<file path="src/design/lock_pkg.sv">
package lock_pkg;

    typedef enum logic [3:0] {
        KEY_0      = 4'd0,
        KEY_1      = 4'd1,
        KEY_2      = 4'd2,
        KEY_3      = 4'd3,
        KEY_4      = 4'd4,
        KEY_5      = 4'd5,
        KEY_6      = 4'd6,
        KEY_7      = 4'd7,
        KEY_8      = 4'd8,
        KEY_9      = 4'd9,
        KEY_ENTER  = 4'd10,
        KEY_CLEAR  = 4'd11,
        KEY_CANCEL = 4'd12,
        KEY_PANIC  = 4'd13
    } key_e;

    // one-hot matrix words, bits 1 and 2 are not wired to keys
    localparam logic [15:0] KEY_WORD_0      = 16'h0008;
    localparam logic [15:0] KEY_WORD_1      = 16'h0080;
    localparam logic [15:0] KEY_WORD_2      = 16'h0040;
    localparam logic [15:0] KEY_WORD_3      = 16'h0020;
    localparam logic [15:0] KEY_WORD_4      = 16'h0800;
    localparam logic [15:0] KEY_WORD_5      = 16'h0400;
    localparam logic [15:0] KEY_WORD_6      = 16'h0200;
    localparam logic [15:0] KEY_WORD_7      = 16'h8000;
    localparam logic [15:0] KEY_WORD_8      = 16'h0010;
    localparam logic [15:0] KEY_WORD_9      = 16'h2000;
    localparam logic [15:0] KEY_WORD_ENTER  = 16'h0001;
    localparam logic [15:0] KEY_WORD_CLEAR  = 16'h0100;
    localparam logic [15:0] KEY_WORD_CANCEL = 16'h1000;
    localparam logic [15:0] KEY_WORD_PANIC  = 16'h4000;

    localparam logic [1:0]  CODE_DIGITS = 2'd3;
    localparam logic [11:0] SECRET_CODE = 12'h246;  // 2-4-6, first digit on top
    localparam logic [1:0]  MAX_TRIES   = 2'd3;

    localparam logic [3:0] GLYPH_BLANK = 4'hF;
    localparam logic [3:0] GLYPH_A     = 4'hB;
    localparam logic [3:0] GLYPH_S     = 4'hC;

    localparam int LOCKOUT_SECS  = 20;
    localparam int SECOND_CYCLES = 50;  // slow system clock
    localparam int SECOND_CNT_W  = $clog2(SECOND_CYCLES);
    localparam logic [SECOND_CNT_W-1:0] SECOND_LAST = SECOND_CNT_W'(SECOND_CYCLES - 1);
    localparam logic [7:0] LOCKOUT_BCD = {4'(LOCKOUT_SECS / 10), 4'(LOCKOUT_SECS % 10)};

    // buzzer patterns, lengths and half periods in clocks
    localparam logic [6:0] CLICK_LEN    = 7'd20;
    localparam logic [2:0] CLICK_HALF   = 3'd2;
    localparam logic [6:0] SUCCESS_LEN  = 7'd60;
    localparam logic [2:0] SUCCESS_HALF = 3'd1;
    localparam logic [6:0] FAIL_LEN     = 7'd90;
    localparam logic [2:0] FAIL_HALF    = 3'd4;
    localparam logic [6:0] FAIL_GAP_LO  = 7'd30;
    localparam logic [6:0] FAIL_GAP_HI  = 7'd60;

endpackage

</file>
<file path="src/design/key_decoder.sv">
`timescale 1ns/1ns

module key_decoder (
    input  logic               clk,
    input  logic               arst_n,
    input  logic [15:0]        onehot,
    output logic               key_valid,
    output lock_pkg::key_e     key_code
);

    logic [15:0]    word_q;     // sampled key word
    logic [15:0]    word_prev;  // word one cycle earlier
    logic           key_hit;
    lock_pkg::key_e key_dec;

    always_comb begin
        key_hit = 1'b1;
        key_dec = lock_pkg::KEY_0;
        case (word_q)
            lock_pkg::KEY_WORD_0:      key_dec = lock_pkg::KEY_0;
            lock_pkg::KEY_WORD_1:      key_dec = lock_pkg::KEY_1;
            lock_pkg::KEY_WORD_2:      key_dec = lock_pkg::KEY_2;
            lock_pkg::KEY_WORD_3:      key_dec = lock_pkg::KEY_3;
            lock_pkg::KEY_WORD_4:      key_dec = lock_pkg::KEY_4;
            lock_pkg::KEY_WORD_5:      key_dec = lock_pkg::KEY_5;
            lock_pkg::KEY_WORD_6:      key_dec = lock_pkg::KEY_6;
            lock_pkg::KEY_WORD_7:      key_dec = lock_pkg::KEY_7;
            lock_pkg::KEY_WORD_8:      key_dec = lock_pkg::KEY_8;
            lock_pkg::KEY_WORD_9:      key_dec = lock_pkg::KEY_9;
            lock_pkg::KEY_WORD_ENTER:  key_dec = lock_pkg::KEY_ENTER;
            lock_pkg::KEY_WORD_CLEAR:  key_dec = lock_pkg::KEY_CLEAR;
            lock_pkg::KEY_WORD_CANCEL: key_dec = lock_pkg::KEY_CANCEL;
            lock_pkg::KEY_WORD_PANIC:  key_dec = lock_pkg::KEY_PANIC;
            default:                   key_hit = 1'b0;  // zero, unused or multi-bit
        endcase
    end

    always_ff @(posedge clk or negedge arst_n) begin
        if (!arst_n) begin
            word_q    <= '0;
            word_prev <= '0;
            key_valid <= 1'b0;
        end else begin
            word_q    <= onehot;
            word_prev <= word_q;
            key_valid <= key_hit && (word_q != word_prev);  // edge on a new key only
        end
    end

    always_ff @(posedge clk) begin
        key_code <= key_dec;
    end

    // a key has to be held for more than one clock
    a_single_event: assert property (
        @(posedge clk) disable iff (!arst_n)
        key_valid |=> !key_valid
    );

endmodule

</file>
<file path="src/design/code_entry.sv">
`timescale 1ns/1ns

module code_entry (
    input  logic        clk,
    input  logic        arst_n,
    input  logic        digit_push,
    input  logic [3:0]  digit,
    input  logic        entry_clear,
    output logic [11:0] entry_digits,
    output logic [1:0]  entry_count
);

    logic [11:0] entry_q;
    logic [1:0]  count_q;
    logic        entry_full;

    assign entry_full = (count_q == lock_pkg::CODE_DIGITS);

    // blank glyphs fill the entry, so unused positions read blank after a shift
    always_ff @(posedge clk or negedge arst_n) begin
        if (!arst_n) begin
            entry_q <= {3{lock_pkg::GLYPH_BLANK}};
            count_q <= 2'd0;
        end else if (entry_clear) begin
            entry_q <= {3{lock_pkg::GLYPH_BLANK}};
            count_q <= 2'd0;
        end else if (digit_push && !entry_full) begin
            entry_q <= {entry_q[7:0], digit};  // newest digit on the right
            count_q <= count_q + 2'd1;
        end
    end

    assign entry_digits = entry_q;
    assign entry_count  = count_q;

    // a full entry never wraps back to empty
    a_count_range: assert property (
        @(posedge clk) disable iff (!arst_n)
        entry_full && !entry_clear |=> entry_full
    );

    // the controller only forwards decimal keys
    a_digit_decimal: assert property (
        @(posedge clk) disable iff (!arst_n)
        digit_push |-> (digit <= 4'd9)
    );

endmodule

</file>
<file path="src/design/lock_ctrl.sv">
`timescale 1ns/1ns

module lock_ctrl (
    input  logic                clk,
    input  logic                arst_n,
    input  logic                key_valid,
    input  lock_pkg::key_e      key_code,
    input  logic [11:0]         entry_digits,
    input  logic [1:0]          entry_count,
    output logic                digit_push,
    output logic [3:0]          digit,
    output logic                entry_clear,
    output logic                req_click,
    output logic                req_success,
    output logic                req_fail,
    output logic [11:0]         display,
    output logic                unlocked,
    output logic [1:0]          tries,
    output logic                locked_out
);

    typedef enum logic [1:0] {
        ST_IDLE,
        ST_OPEN,
        ST_LOCKOUT
    } state_e;

    state_e                              state_q;
    logic [1:0]                          tries_q;
    logic [7:0]                          secs_q;   // two BCD digits
    logic [lock_pkg::SECOND_CNT_W-1:0]   presc_q;
    logic                                is_digit;
    logic                                code_match;
    logic                                entry_full;

    assign is_digit   = (key_code <= lock_pkg::KEY_9);
    assign code_match = (entry_digits == lock_pkg::SECRET_CODE);
    assign entry_full = (entry_count == lock_pkg::CODE_DIGITS);

    always_ff @(posedge clk or negedge arst_n) begin
        if (!arst_n) begin
            state_q     <= ST_IDLE;
            tries_q     <= 2'd0;
            secs_q      <= 8'h00;
            presc_q     <= '0;
            digit_push  <= 1'b0;
            entry_clear <= 1'b0;
            req_click   <= 1'b0;
            req_success <= 1'b0;
            req_fail    <= 1'b0;
        end else begin
            digit_push  <= 1'b0;  // all requests are single pulses
            entry_clear <= 1'b0;
            req_click   <= 1'b0;
            req_success <= 1'b0;
            req_fail    <= 1'b0;
            case (state_q)
                ST_IDLE: begin
                    if (key_valid && is_digit) begin
                        digit_push <= 1'b1;  // entry drops it when full
                        req_click  <= 1'b1;
                    end else if (key_valid) begin
                        case (key_code)
                            lock_pkg::KEY_CANCEL: begin
                                entry_clear <= 1'b1;
                                req_click   <= 1'b1;
                            end
                            lock_pkg::KEY_CLEAR: begin
                                entry_clear <= 1'b1;
                                tries_q     <= 2'd0;
                                req_click   <= 1'b1;
                            end
                            lock_pkg::KEY_ENTER: begin
                                if (entry_full && code_match) begin
                                    state_q     <= ST_OPEN;
                                    entry_clear <= 1'b1;
                                    req_success <= 1'b1;
                                end else if (entry_full) begin
                                    entry_clear <= 1'b1;
                                    req_fail    <= 1'b1;
                                    tries_q     <= tries_q + 2'd1;
                                    if (tries_q == lock_pkg::MAX_TRIES - 2'd1) begin
                                        state_q <= ST_LOCKOUT;  // last try used up
                                        secs_q  <= lock_pkg::LOCKOUT_BCD;
                                        presc_q <= '0;
                                    end
                                end
                            end
                            lock_pkg::KEY_PANIC: begin
                                state_q     <= ST_LOCKOUT;
                                secs_q      <= lock_pkg::LOCKOUT_BCD;
                                presc_q     <= '0;
                                entry_clear <= 1'b1;
                                req_fail    <= 1'b1;
                            end
                            default: ;
                        endcase
                    end
                end
                ST_OPEN: begin
                    if (key_valid && key_code == lock_pkg::KEY_CLEAR) begin
                        state_q   <= ST_IDLE;  // relock
                        tries_q   <= 2'd0;
                        req_click <= 1'b1;
                    end else if (key_valid && key_code == lock_pkg::KEY_PANIC) begin
                        state_q  <= ST_LOCKOUT;
                        secs_q   <= lock_pkg::LOCKOUT_BCD;
                        presc_q  <= '0;
                        req_fail <= 1'b1;
                    end
                end
                ST_LOCKOUT: begin
                    // keys are dropped here, only the countdown runs
                    if (presc_q == lock_pkg::SECOND_LAST) begin
                        presc_q <= '0;
                        if (secs_q == 8'h00) begin
                            state_q <= ST_IDLE;
                            tries_q <= 2'd0;
                        end else if (secs_q[3:0] == 4'd0) begin
                            secs_q <= {secs_q[7:4] - 4'd1, 4'd9};  // borrow from tens
                        end else begin
                            secs_q[3:0] <= secs_q[3:0] - 4'd1;
                        end
                    end else begin
                        presc_q <= presc_q + 1'b1;
                    end
                end
                default: state_q <= ST_IDLE;
            endcase
        end
    end

    always_ff @(posedge clk) begin
        if (key_valid && is_digit) begin
            digit <= key_code;
        end
    end

    always_comb begin
        case (state_q)
            ST_OPEN:    display = {lock_pkg::GLYPH_A, lock_pkg::GLYPH_S, lock_pkg::GLYPH_S};
            ST_LOCKOUT: display = {4'h0, secs_q};
            default:    display = entry_digits;
        endcase
    end

    assign unlocked   = (state_q == ST_OPEN);
    assign locked_out = (state_q == ST_LOCKOUT);
    assign tries      = tries_q;

    // no key reaches the entry or the buzzer during lockout
    a_lockout_quiet: assert property (
        @(posedge clk) disable iff (!arst_n)
        locked_out |=> !(digit_push || entry_clear || req_click || req_success || req_fail)
    );

    a_bcd_range: assert property (
        @(posedge clk) disable iff (!arst_n)
        (secs_q[7:4] <= 4'd9) && (secs_q[3:0] <= 4'd9)
    );

endmodule

</file>
<file path="src/design/tone_gen.sv">
`timescale 1ns/1ns

module tone_gen (
    input  logic clk,
    input  logic arst_n,
    input  logic req_click,
    input  logic req_success,
    input  logic req_fail,
    output logic buzzer
);

    typedef enum logic [1:0] {
        TONE_NONE,
        TONE_CLICK,
        TONE_SUCCESS,
        TONE_FAIL
    } tone_e;

    tone_e      pat_q;
    logic [6:0] len_q;     // clocks since pattern start
    logic [2:0] half_q;    // clocks since last toggle
    logic [6:0] cur_len;
    logic [2:0] cur_half;
    logic       any_req;
    logic       in_gap;

    assign any_req = req_click || req_success || req_fail;
    assign in_gap  = (pat_q == TONE_FAIL) && (len_q >= lock_pkg::FAIL_GAP_LO)
                     && (len_q < lock_pkg::FAIL_GAP_HI);

    always_comb begin
        case (pat_q)
            TONE_SUCCESS: begin
                cur_len  = lock_pkg::SUCCESS_LEN;
                cur_half = lock_pkg::SUCCESS_HALF;
            end
            TONE_FAIL: begin
                cur_len  = lock_pkg::FAIL_LEN;
                cur_half = lock_pkg::FAIL_HALF;
            end
            default: begin
                cur_len  = lock_pkg::CLICK_LEN;
                cur_half = lock_pkg::CLICK_HALF;
            end
        endcase
    end

    always_ff @(posedge clk or negedge arst_n) begin
        if (!arst_n) begin
            pat_q  <= TONE_NONE;
            len_q  <= 7'd0;
            half_q <= 3'd0;
            buzzer <= 1'b0;
        end else if (any_req) begin
            // fail wins over success, success over click
            if (req_fail) begin
                pat_q <= TONE_FAIL;
            end else if (req_success) begin
                pat_q <= TONE_SUCCESS;
            end else begin
                pat_q <= TONE_CLICK;
            end
            len_q  <= 7'd0;
            half_q <= 3'd0;
            buzzer <= 1'b1;  // restart high
        end else if (pat_q != TONE_NONE) begin
            len_q <= len_q + 7'd1;
            if (len_q == cur_len - 7'd1) begin
                pat_q  <= TONE_NONE;  // pattern done
                half_q <= 3'd0;
                buzzer <= 1'b0;
            end else if (half_q == cur_half - 3'd1) begin
                half_q <= 3'd0;
                buzzer <= in_gap ? 1'b0 : ~buzzer;
            end else begin
                half_q <= half_q + 3'd1;
                if (in_gap) begin
                    buzzer <= 1'b0;  // broken fail tone
                end
            end
        end else begin
            buzzer <= 1'b0;
        end
    end

    a_one_request: assert property (
        @(posedge clk) disable iff (!arst_n)
        $onehot0({req_click, req_success, req_fail})
    );

endmodule

</file>
<file path="src/design/code_lock.sv">
`timescale 1ns/1ns

module code_lock (
    input  logic        clk,
    input  logic        arst_n,
    input  logic [15:0] onehot,
    output logic [11:0] display,
    output logic        unlocked,
    output logic [1:0]  tries,
    output logic        locked_out,
    output logic        buzzer
);

    logic           key_valid;
    lock_pkg::key_e key_code;
    logic           digit_push;
    logic [3:0]     digit;
    logic           entry_clear;
    logic [11:0]    entry_digits;
    logic [1:0]     entry_count;
    logic           req_click;
    logic           req_success;
    logic           req_fail;

    key_decoder key_decoder_i (
        .clk       (clk),
        .arst_n    (arst_n),
        .onehot    (onehot),
        .key_valid (key_valid),
        .key_code  (key_code)
    );

    code_entry code_entry_i (
        .clk          (clk),
        .arst_n       (arst_n),
        .digit_push   (digit_push),
        .digit        (digit),
        .entry_clear  (entry_clear),
        .entry_digits (entry_digits),
        .entry_count  (entry_count)
    );

    lock_ctrl lock_ctrl_i (
        .clk          (clk),
        .arst_n       (arst_n),
        .key_valid    (key_valid),
        .key_code     (key_code),
        .entry_digits (entry_digits),
        .entry_count  (entry_count),
        .digit_push   (digit_push),
        .digit        (digit),
        .entry_clear  (entry_clear),
        .req_click    (req_click),
        .req_success  (req_success),
        .req_fail     (req_fail),
        .display      (display),
        .unlocked     (unlocked),
        .tries        (tries),
        .locked_out   (locked_out)
    );

    tone_gen tone_gen_i (
        .clk         (clk),
        .arst_n      (arst_n),
        .req_click   (req_click),
        .req_success (req_success),
        .req_fail    (req_fail),
        .buzzer      (buzzer)
    );

endmodule

</file>
<file path="config.mk">
export PLATFORM = sky130hd
export DESIGN_NAME = code_lock
export DESIGN_NICKNAME = d
export VERILOG_FILES = /design/src/design/lock_pkg.sv /design/src/design/key_decoder.sv /design/src/design/code_entry.sv /design/src/design/lock_ctrl.sv /design/src/design/tone_gen.sv /design/src/design/code_lock.sv
export SDC_FILE = /design/constraint.sdc
export NUM_CORES = 1
export LEC_CHECK = 0
export ABC_AREA = 0
export ABC_CLOCK_PERIOD_IN_PS = 2000
export BUFFER_PORTS_ARGS = -buffer_cell sky130_fd_sc_hd__buf_2
export CAP_MARGIN = 20
export CORE_ASPECT_RATIO = 1.25
export CORE_MARGIN = 5
export CORE_UTILIZATION = 40
export DETAILED_ROUTE_END_ITERATION = 10
export PLACE_DENSITY = 0.68
export SLEW_MARGIN = 20
export SYNTH_ARGS = -nofsm -noshare
export SYNTH_HDL_FRONTEND = slang
export SYNTH_SLANG_ARGS = --single-unit
</file>
<file path="constraint.sdc">
create_clock -name clk -period 2 [get_ports clk]
set_input_delay 0.1 -clock clk [delete_from_list [all_inputs] [get_ports clk]]
set_output_delay 0.1 -clock clk [all_outputs]
set_load 0.02 [all_outputs]
</file>
==> run summary, run 1 <==
worst min-delay path class -> in2async
final weighted congestion in routability-driven placement -> 0.8600
dpl hpwl -> 7426 um
slowest cell delay on critical path -> 0.39 ns
kind of end point of the critical path -> flip-flop
result of the run -> complete, but fails checks
horizontal extent of the die -> 107.6 um
highest signal layer in the routed design -> met4
most common cell after layout, fill and taps aside -> dfrtp_1
Slowest cell on crit path -> dfrtp_1
worst hold slack -> 0.3040 ns
clock group share of total power -> 43.3%
nets -> 603
Cell Count Post-Placement -> 696
Hold Violations, Final -> 0
RSZ-0062 raised after global routing -> true
worst path required time -> 2.22 ns
transition at the pin with the smallest max-transition slack -> 0.5291 ns
CTS sink count -> 91
fraction of layout instances using a drive strength above 1 -> 26.34%
power per cell area -> 617.1 nW/um^2
met1 routed wirelength after detailed routing -> 4607 um
worst max-slew margin expressed relative to the limit -> 64.73%
violated checks -> negative setup slack
critical path's top delay family -> simple AND/OR/NAND/NOR gates
skew final -> 0.01151 ns
number of cells produced by synthesis -> 480
Final Setup Violations -> 2
leading cell types in the layout, fill and taps excluded -> dfrtp_1, buf_4, buf_2
overall power of the completed layout -> 3.777 mW
buffering stage count on the worst path with inverters included -> 1
number of enable flip-flop cells after synthesis -> 4
highest fanout seen on the critical path -> 2
Die Ht -> 132.0 um
sequence of cells on the critical path -> inv_2 -> ha_4 -> or3b_4 -> o41ai_4 -> o21ai_1 -> nor2_2 -> mux2_4
net switching power figure -> 0.8220 mW
sum of routed wire length over all layers -> 10,640 um
total clock buffers created by CTS -> 9
violation count after the first detailed-route iteration -> 197
combinational power share -> 5.2%
buffer cell driving the clock tree root -> clkbuf_16
class of the most critical setup path -> reg2reg
pin count of the biggest net entering global routing -> 43
fraction of synthesis flops using an asynchronous set or reset pin -> 91.21%
amount of wire on met3 after detailed routing -> 269 um
startpoint type of the worst setup path -> flip-flop
CP arrival -> 2.27 ns
row cnt -> 44
post-synth cell types -> 64
number of remaining DRC errors -> 0
leakage power summed over all cells -> 2.717 nW
global router's overall resource usage -> 15.51%
Clock Tree Buf Depth -> 2
wire length of the first global-routing pass -> 17,980 um
total of warnings raised by yosys -> 0
antenna violations before repair -> 0
count of final max-slew check failures -> 0
largest area contributor in the netlist -> dfrtp_1
number of nets in the synthesized netlist -> 511
ranking of synthesized cells by area -> dfrtp_1, dfstp_2, xnor2_1
top_reg_cell synth -> dfrtp_1
number of port buffers -> 34
diodes inserted -> 0
number of filler cells placed in the layout -> 1,088
area of the mapped netlist -> 4766 sq um
worst reg-to-reg path cell count -> 7
Post-Route Setup TNS -> -0.06835 ns
Antenna Violating Nets Remaining -> 0
Critical Path Stages -> 7
number of top-level pins -> 35
Via-to-Cell Ratio -> 5.238
Seq cells post-synth -> 91
post-synth top area share -> 37.28%
fin cells -> 738
maximum clock frequency -> 486.9 MHz
GR Overflow Total -> 0
maximum vdd ir drop -> 0.5332 mV
switching share of power -> 21.76%
post-detailed-route wirelength per cell -> 14.41 um
final critical-path setup slack -> -0.05389 ns
level count of the clock H-tree -> 3
Power Internal -> 2.955 mW
worst-skew pair later-pin latency -> 0.34 ns
number of optimization iterations in the first detailed-route pass -> 4
Die Footprint -> 14,210 sq um
total met2 wirelength after detailed routing -> 5551 um
number of global-route vias before repair -> 3,920
register share of total power -> 51.5%
clock slew at the register clock pins of the worst setup and hold paths -> 0.06 ns
initial standard-cell utilization of the core -> 40.83%
count of maximum capacitance violations -> 0
clock tree from TritonCTS -> built
placeable core region -> 11,670 sq um
Area Growth Syn to Fin -> 28.43%
sequential area share after synthesis -> 48.10%
crit share post-route -> 102.7%
final worst path period need -> 2.054 ns
synthesized area per cell -> 9.929 sq um
via count -> 3,866
[final cells by class]
cell class | count | area [sq um] | share of cell area (%)
flip-flops and latches | 91 | 2293 | 37.47
clock buffers | 10 | 229.0 | 3.741
well taps | 161 | 201.4 | 3.291
clock inverters | 6 | 56.30 | 0.9199
multi-input cells | 330 | 2404 | 39.27
inverters | 27 | 101.3 | 1.656
repair buffers | 113 | 835.8 | 13.65
[sequential cells by signal (all words and copies together), names as in the netlist]
register and count:
code_entry_i.entry_count 2, code_entry_i.entry_digits 12, key_decoder_i.key_code 4, key_decoder_i.key_valid 1
key_decoder_i.word_prev 16, key_decoder_i.word_q 16, lock_ctrl_i.digit 4, lock_ctrl_i.digit_push 1
lock_ctrl_i.entry_clear 1, lock_ctrl_i.presc_q 6, lock_ctrl_i.req_click 1, lock_ctrl_i.req_fail 1
lock_ctrl_i.req_success 1, lock_ctrl_i.secs_q 8, lock_ctrl_i.state_q 2, lock_ctrl_i.tries 2
tone_gen_i.buzzer 1, tone_gen_i.half_q 3, tone_gen_i.len_q 7, tone_gen_i.pat_q 2
[cells in the mapped netlist (all sizes together) (3+ instances only)]
library cell,count
nor2,31
and3,4
nand4b,6
or2,3
nor3,8
nor2b,13
or3,7
or3b,3
a31oi,8
dfrtp,71
nand3,11
nor3b,4
a211oi,3
buf,8
o31ai,6
o21ai,36
xnor2,22
o41ai,3
a21oi,24
xor2,10
o221ai,3
nand2,22
clkbuf,24
ha,13
nor4,10
edfxtp,4
mux2i,7
and3b,3
o211ai,4
nand4,14
dfstp,12
and2,3
dfxtp,4
nand3b,5
inv,27
a211o,13
[power by group through the flow]
stage | sequential (mW) | clock [mW] | combinational [mW]
2_1_floorplan | 1.96 | 0 | 0.0988
3_3_place_gp | 1.97 | 0 | 0.168
3_5_place_dp | 1.98 | 0 | 0.173
4_1_cts | 1.94 | 1.69 | 0.199
5_1_grt | 1.95 | 1.76 | 0.226
6_report | 1.94 | 1.64 | 0.197
[metrics by stage]
| stage | utilization (%) | setup slack (ns) | cell area (sq um) |
|---|---|---|---|
| floorplan | - | 0.01143 | 4773 |
| global placement | 46.51 | -0.03206 | 5428 |
| detailed placement | 46.51 | -0.1300 | 5428 |
| CTS | 50.65 | -0.1133 | 5912 |
| global route | 52.44 | -0.1447 | 6121 |
| finish | 52.44 | -0.05389 | 6121 |
[path summary, 6_finish.rpt]
kind | from | slack (ns) | endpoint
max in group asynchronous | arst_n | 1.03 | code_entry_i.entry_digits[2]
max | lock_ctrl_i.secs_q[5] | -0.05 | lock_ctrl_i.tries[1]
max reg2reg | lock_ctrl_i.secs_q[5] | -0.05 | lock_ctrl_i.tries[1]
min reg2reg | lock_ctrl_i.digit[1] | 0.46 | code_entry_i.entry_digits[1]
min | arst_n | 0.30 | tone_gen_i.half_q[2]
min in group clk | onehot[0] | 0.40 | key_decoder_i.word_q[0]
[cell families (layout without fill, tap and decap cells)]
kind of cell    Yosys count  after routing  share of synthesized area (%)
simple gates            158            158                          19.53
compound gates          119            119                          16.51
flops                    91             91                          48.10
buf+inv                  59            156                          4.857
xor+xnor                 32             32                          5.881
fa+ha+maj                13             13                          3.413
mux                       8              8                          1.707
[metal layers]
layer	GRT usage, %	vias to the layer above
li1	-	1927
met3	2.891	15
met1	18.24	1872
met5	0	-
met2	27.21	52
met4	6.737	0
[worst reg2reg max path, stage by stage, from the launching register on]
cell and delay, ns:
dfrtp_1 0.39, inv_2 0.08, ha_4 0.13, or3b_4 0.38, o41ai_4 0.35, o21ai_1 0.15, nor2_2 0.15, mux2_4 0.31
[timing repair]
action / CTS / global route
setup buffers: 0 / 9
setup endpoints to repair: 9 / 23
endpoints found under the hold margin: 57 / 0
pin swaps: 3 / 8
hold buffers: 17 / 0
gates resized for setup: 7 / 29
No activity file was read; power rests on OpenSTA's default activity.
==> run 2, diff against run 1 <==
--- a/config.mk
+++ b/config.mk
@@ -6,7 +6,7 @@
 export NUM_CORES = 1
 export LEC_CHECK = 0
 export ABC_AREA = 0
-export ABC_CLOCK_PERIOD_IN_PS = 2000
+export ABC_CLOCK_PERIOD_IN_PS = 1700
 export BUFFER_PORTS_ARGS = -buffer_cell sky130_fd_sc_hd__buf_2
 export CAP_MARGIN = 20
 export CORE_ASPECT_RATIO = 1.25
==> constraint.sdc (replaced) <==
create_clock -name clk -period 1.7 [get_ports clk]
set_input_delay 0.085 -clock clk [delete_from_list [all_inputs] [get_ports clk]]
set_output_delay 0.085 -clock clk [all_outputs]
set_load 0.02 [all_outputs]
==> run 2 against run 1 <==
The flow still finishes with violations (negative setup slack). Critical path depth grew 2. Fmax shrank 0.81%. Combinational power rose by 40%. Total power is 18% higher. Flip-flop and latch count did not move. Worst hold slack got worse by 0.11 ns. Largest cell class unchanged. Die area unchanged. Clock power increased by 17%. Via count up 13%. Utilization up 7.4 points.
==> run summary, run 2 (same netlist as run 1, synthesis figures left out) <==
result of the run -> complete, but fails checks (unchanged)
violated checks -> negative setup slack (unchanged)
count of final max-slew check failures -> 0 (unchanged)
final critical-path setup slack -> -0.3708 ns (was -0.05389 ns)
Hold Violations, Final -> 0 (unchanged)
leading cell types in the layout, fill and taps excluded -> buf_4, dfrtp_1, nor2_1 (was dfrtp_1, buf_4, buf_2)
buffer cell driving the clock tree root -> clkbuf_16 (unchanged)
cell area after layout -> 6987 sq um (was 6121 sq um)
final worst path period need -> 2.071 ns (was 2.054 ns)
antenna violations before repair -> 0 (unchanged)
Die Footprint -> 14,210 sq um (unchanged)
level count of the clock H-tree -> 3 (unchanged)
startpoint type of the worst setup path -> flip-flop (unchanged)
skew final -> 0.008316 ns (was 0.01151 ns)
number of port buffers -> 34 (unchanged)
Clock Tree Buf Depth -> 2 (unchanged)
transition at the pin with the smallest max-transition slack -> 0.4693 ns (was 0.5291 ns)
pin count of the biggest net entering global routing -> 28 (was 43)
number of remaining DRC errors -> 0 (unchanged)
GR Overflow Total -> 0 (unchanged)
Area after DPL -> 5778 sq um (was 5428 sq um)
violation count after the first detailed-route iteration -> 239 (was 197)
number of filler cells placed in the layout -> 919 (was 1,088)
sum of routed wire length over all layers -> 12,970 um (was 10,640 um)
placeable core region -> 11,670 sq um (unchanged)
kind of end point of the critical path -> flip-flop (unchanged)
row cnt -> 44 (unchanged)
wire length of the first global-routing pass -> 20,670 um (was 17,980 um)
global router's overall resource usage -> 17.98% (was 15.51%)
highest fanout seen on the critical path -> 5 (was 2)
worst-skew pair later-pin latency -> 0.35 ns (was 0.34 ns)
number of global-route vias before repair -> 4,413 (was 3,920)
reg2reg setup slack -> -0.37 ns (was -0.05 ns)
total clock buffers created by CTS -> 9 (unchanged)
diodes inserted -> 0 (unchanged)
worst path required time -> 1.93 ns (was 2.22 ns)
worst max-slew margin expressed relative to the limit -> 68.47% (was 64.73%)
Die Ht -> 132.0 um (unchanged)
number of top-level pins -> 35 (unchanged)
initial standard-cell utilization of the core -> 40.83% (unchanged)
Antenna Violating Nets Remaining -> 0 (unchanged)
dpl hpwl -> 8254 um (was 7426 um)
post-detailed-route wirelength per cell -> 16.22 um (was 14.41 um)
leakage power summed over all cells -> 3.116 nW (was 2.717 nW)
fraction of layout instances using a drive strength above 1 -> 40.06% (was 26.34%)
Final Setup Violations -> 34 (was 2)
CP arrival -> 2.30 ns (was 2.27 ns)
crit share post-route -> 121.8% (was 102.7%)
horizontal extent of the die -> 107.6 um (unchanged)
launching element of the worst setup path -> lock_ctrl_i.secs_q[0] (was lock_ctrl_i.secs_q[5])
maximum vdd ir drop -> 0.7233 mV (was 0.5332 mV)
most common cell after layout, fill and taps aside -> buf_4 (was dfrtp_1)
count of maximum capacitance violations -> 0 (unchanged)
storage element area -> 2292 sq um (was 2293 sq um)
CTS sink count -> 91 (unchanged)
nets -> 665 (was 603)
maximum clock frequency -> 482.9 MHz (was 486.9 MHz)
class of the most critical setup path -> reg2reg (unchanged)
fin cells -> 800 (was 738)
Cell Count Post-Placement -> 739 (was 696)
power per cell area -> 639.4 nW/um^2 (was 617.1 nW/um^2)
final weighted congestion in routability-driven placement -> 0.8552 (was 0.8600)
Via-to-Cell Ratio -> 5.449 (was 5.238)
via count -> 4,359 (was 3,866)
area occupied by multi-input gates -> 2654 sq um (was 2404 sq um)
number of optimization iterations in the first detailed-route pass -> 6 (was 4)
RR Startpoint -> lock_ctrl_i.secs_q[0] (was lock_ctrl_i.secs_q[5])
clock tree from TritonCTS -> built (unchanged)
RSZ-0062 raised after global routing -> true (unchanged)
clock slew at the register clock pins of the worst setup and hold paths -> 0.07 ns (was 0.06 ns)
Area Growth Syn to Fin -> 46.60% (was 28.43%)
worst min-delay path class -> in2async (unchanged)
## run 2: repair_timing
item / 4_1_cts / 5_1_grt
hold endpoints to repair: 40 / 0
gates resized for setup: 59 / 56
gates cloned: 1 / 1
setup buffers: 15 / 12
pin swaps: 25 / 25
hold buffers: 17 / 0
setup endpoints to repair: 38 / 40
## run 2: path summary, 6_finish.rpt
check,end,cells past startpoint
max,lock_ctrl_i.secs_q[5],9
min,lock_ctrl_i.presc_q[0],2
max reg2reg,lock_ctrl_i.secs_q[5],9
min reg2reg,key_decoder_i.word_prev[12],0
max in group asynchronous,tone_gen_i.len_q[1],3
min in group clk,key_decoder_i.word_q[8],2
## run 2: worst max-delay path: stages, from the launching register on
cell	delay (ns)
dfrtp_1	0.39
inv_2	0.08
ha_4	0.16
or3b_4	0.41
buf_6	0.14
nor4_4	0.23
buf_4	0.22
nand3_2	0.09
nor3_2	0.15
a211oi_1	0.07
## run 2: power by group
| group | internal [mW] | switching, mW | leakage (nW) | total [mW] |
|---|---|---|---|---|
| Sequential | 2.23 | 0.0448 | 1.12 | 2.27 |
| Clock | 1.05 | 0.872 | 0.140 | 1.92 |
| Combinational | 0.143 | 0.133 | 1.86 | 0.276 |
## run 2: final cells by class
class | count | share of cell area (%)
Timing Repair Buffer | 175 | 20.77
Inverter | 27 | 1.451
Multi-Input combinational cell | 330 | 37.98
Clock inverter | 6 | 0.6805
Tap cell | 161 | 2.883
Clock buffer | 10 | 3.420
Sequential cell | 91 | 32.81
## run 2: per-layer routing
layer / GRT usage, % / vias to the layer above / routed length (um)
met5: 0 / - / 0
met4: 9.965 / 0 / 413
met3: 2.597 / 35 / 478
met2: 31.67 / 143 / 7049
met1: 20.57 / 2132 / 5033
li1: - / 2049 / -
## run 2: metrics by stage
step | power [mW] | hold slack (ns) | setup slack, ns | utilization [%] | setup TNS, ns
after detailed placement | 2.554 | 0.03322 | -0.4480 | 49.51 | -4.210
after CTS | 4.499 | 0.2008 | -0.3603 | 57.09 | -3.410
after floorplan | 2.426 | -0.2106 | -0.2582 | - | -0.8727
after global routing | 4.649 | 0.2248 | -0.4790 | 59.86 | -6.779
final | 4.467 | 0.1954 | -0.3708 | 59.86 | -4.228
after global placement | 2.545 | 0.03658 | -0.3032 | 49.51 | -2.885
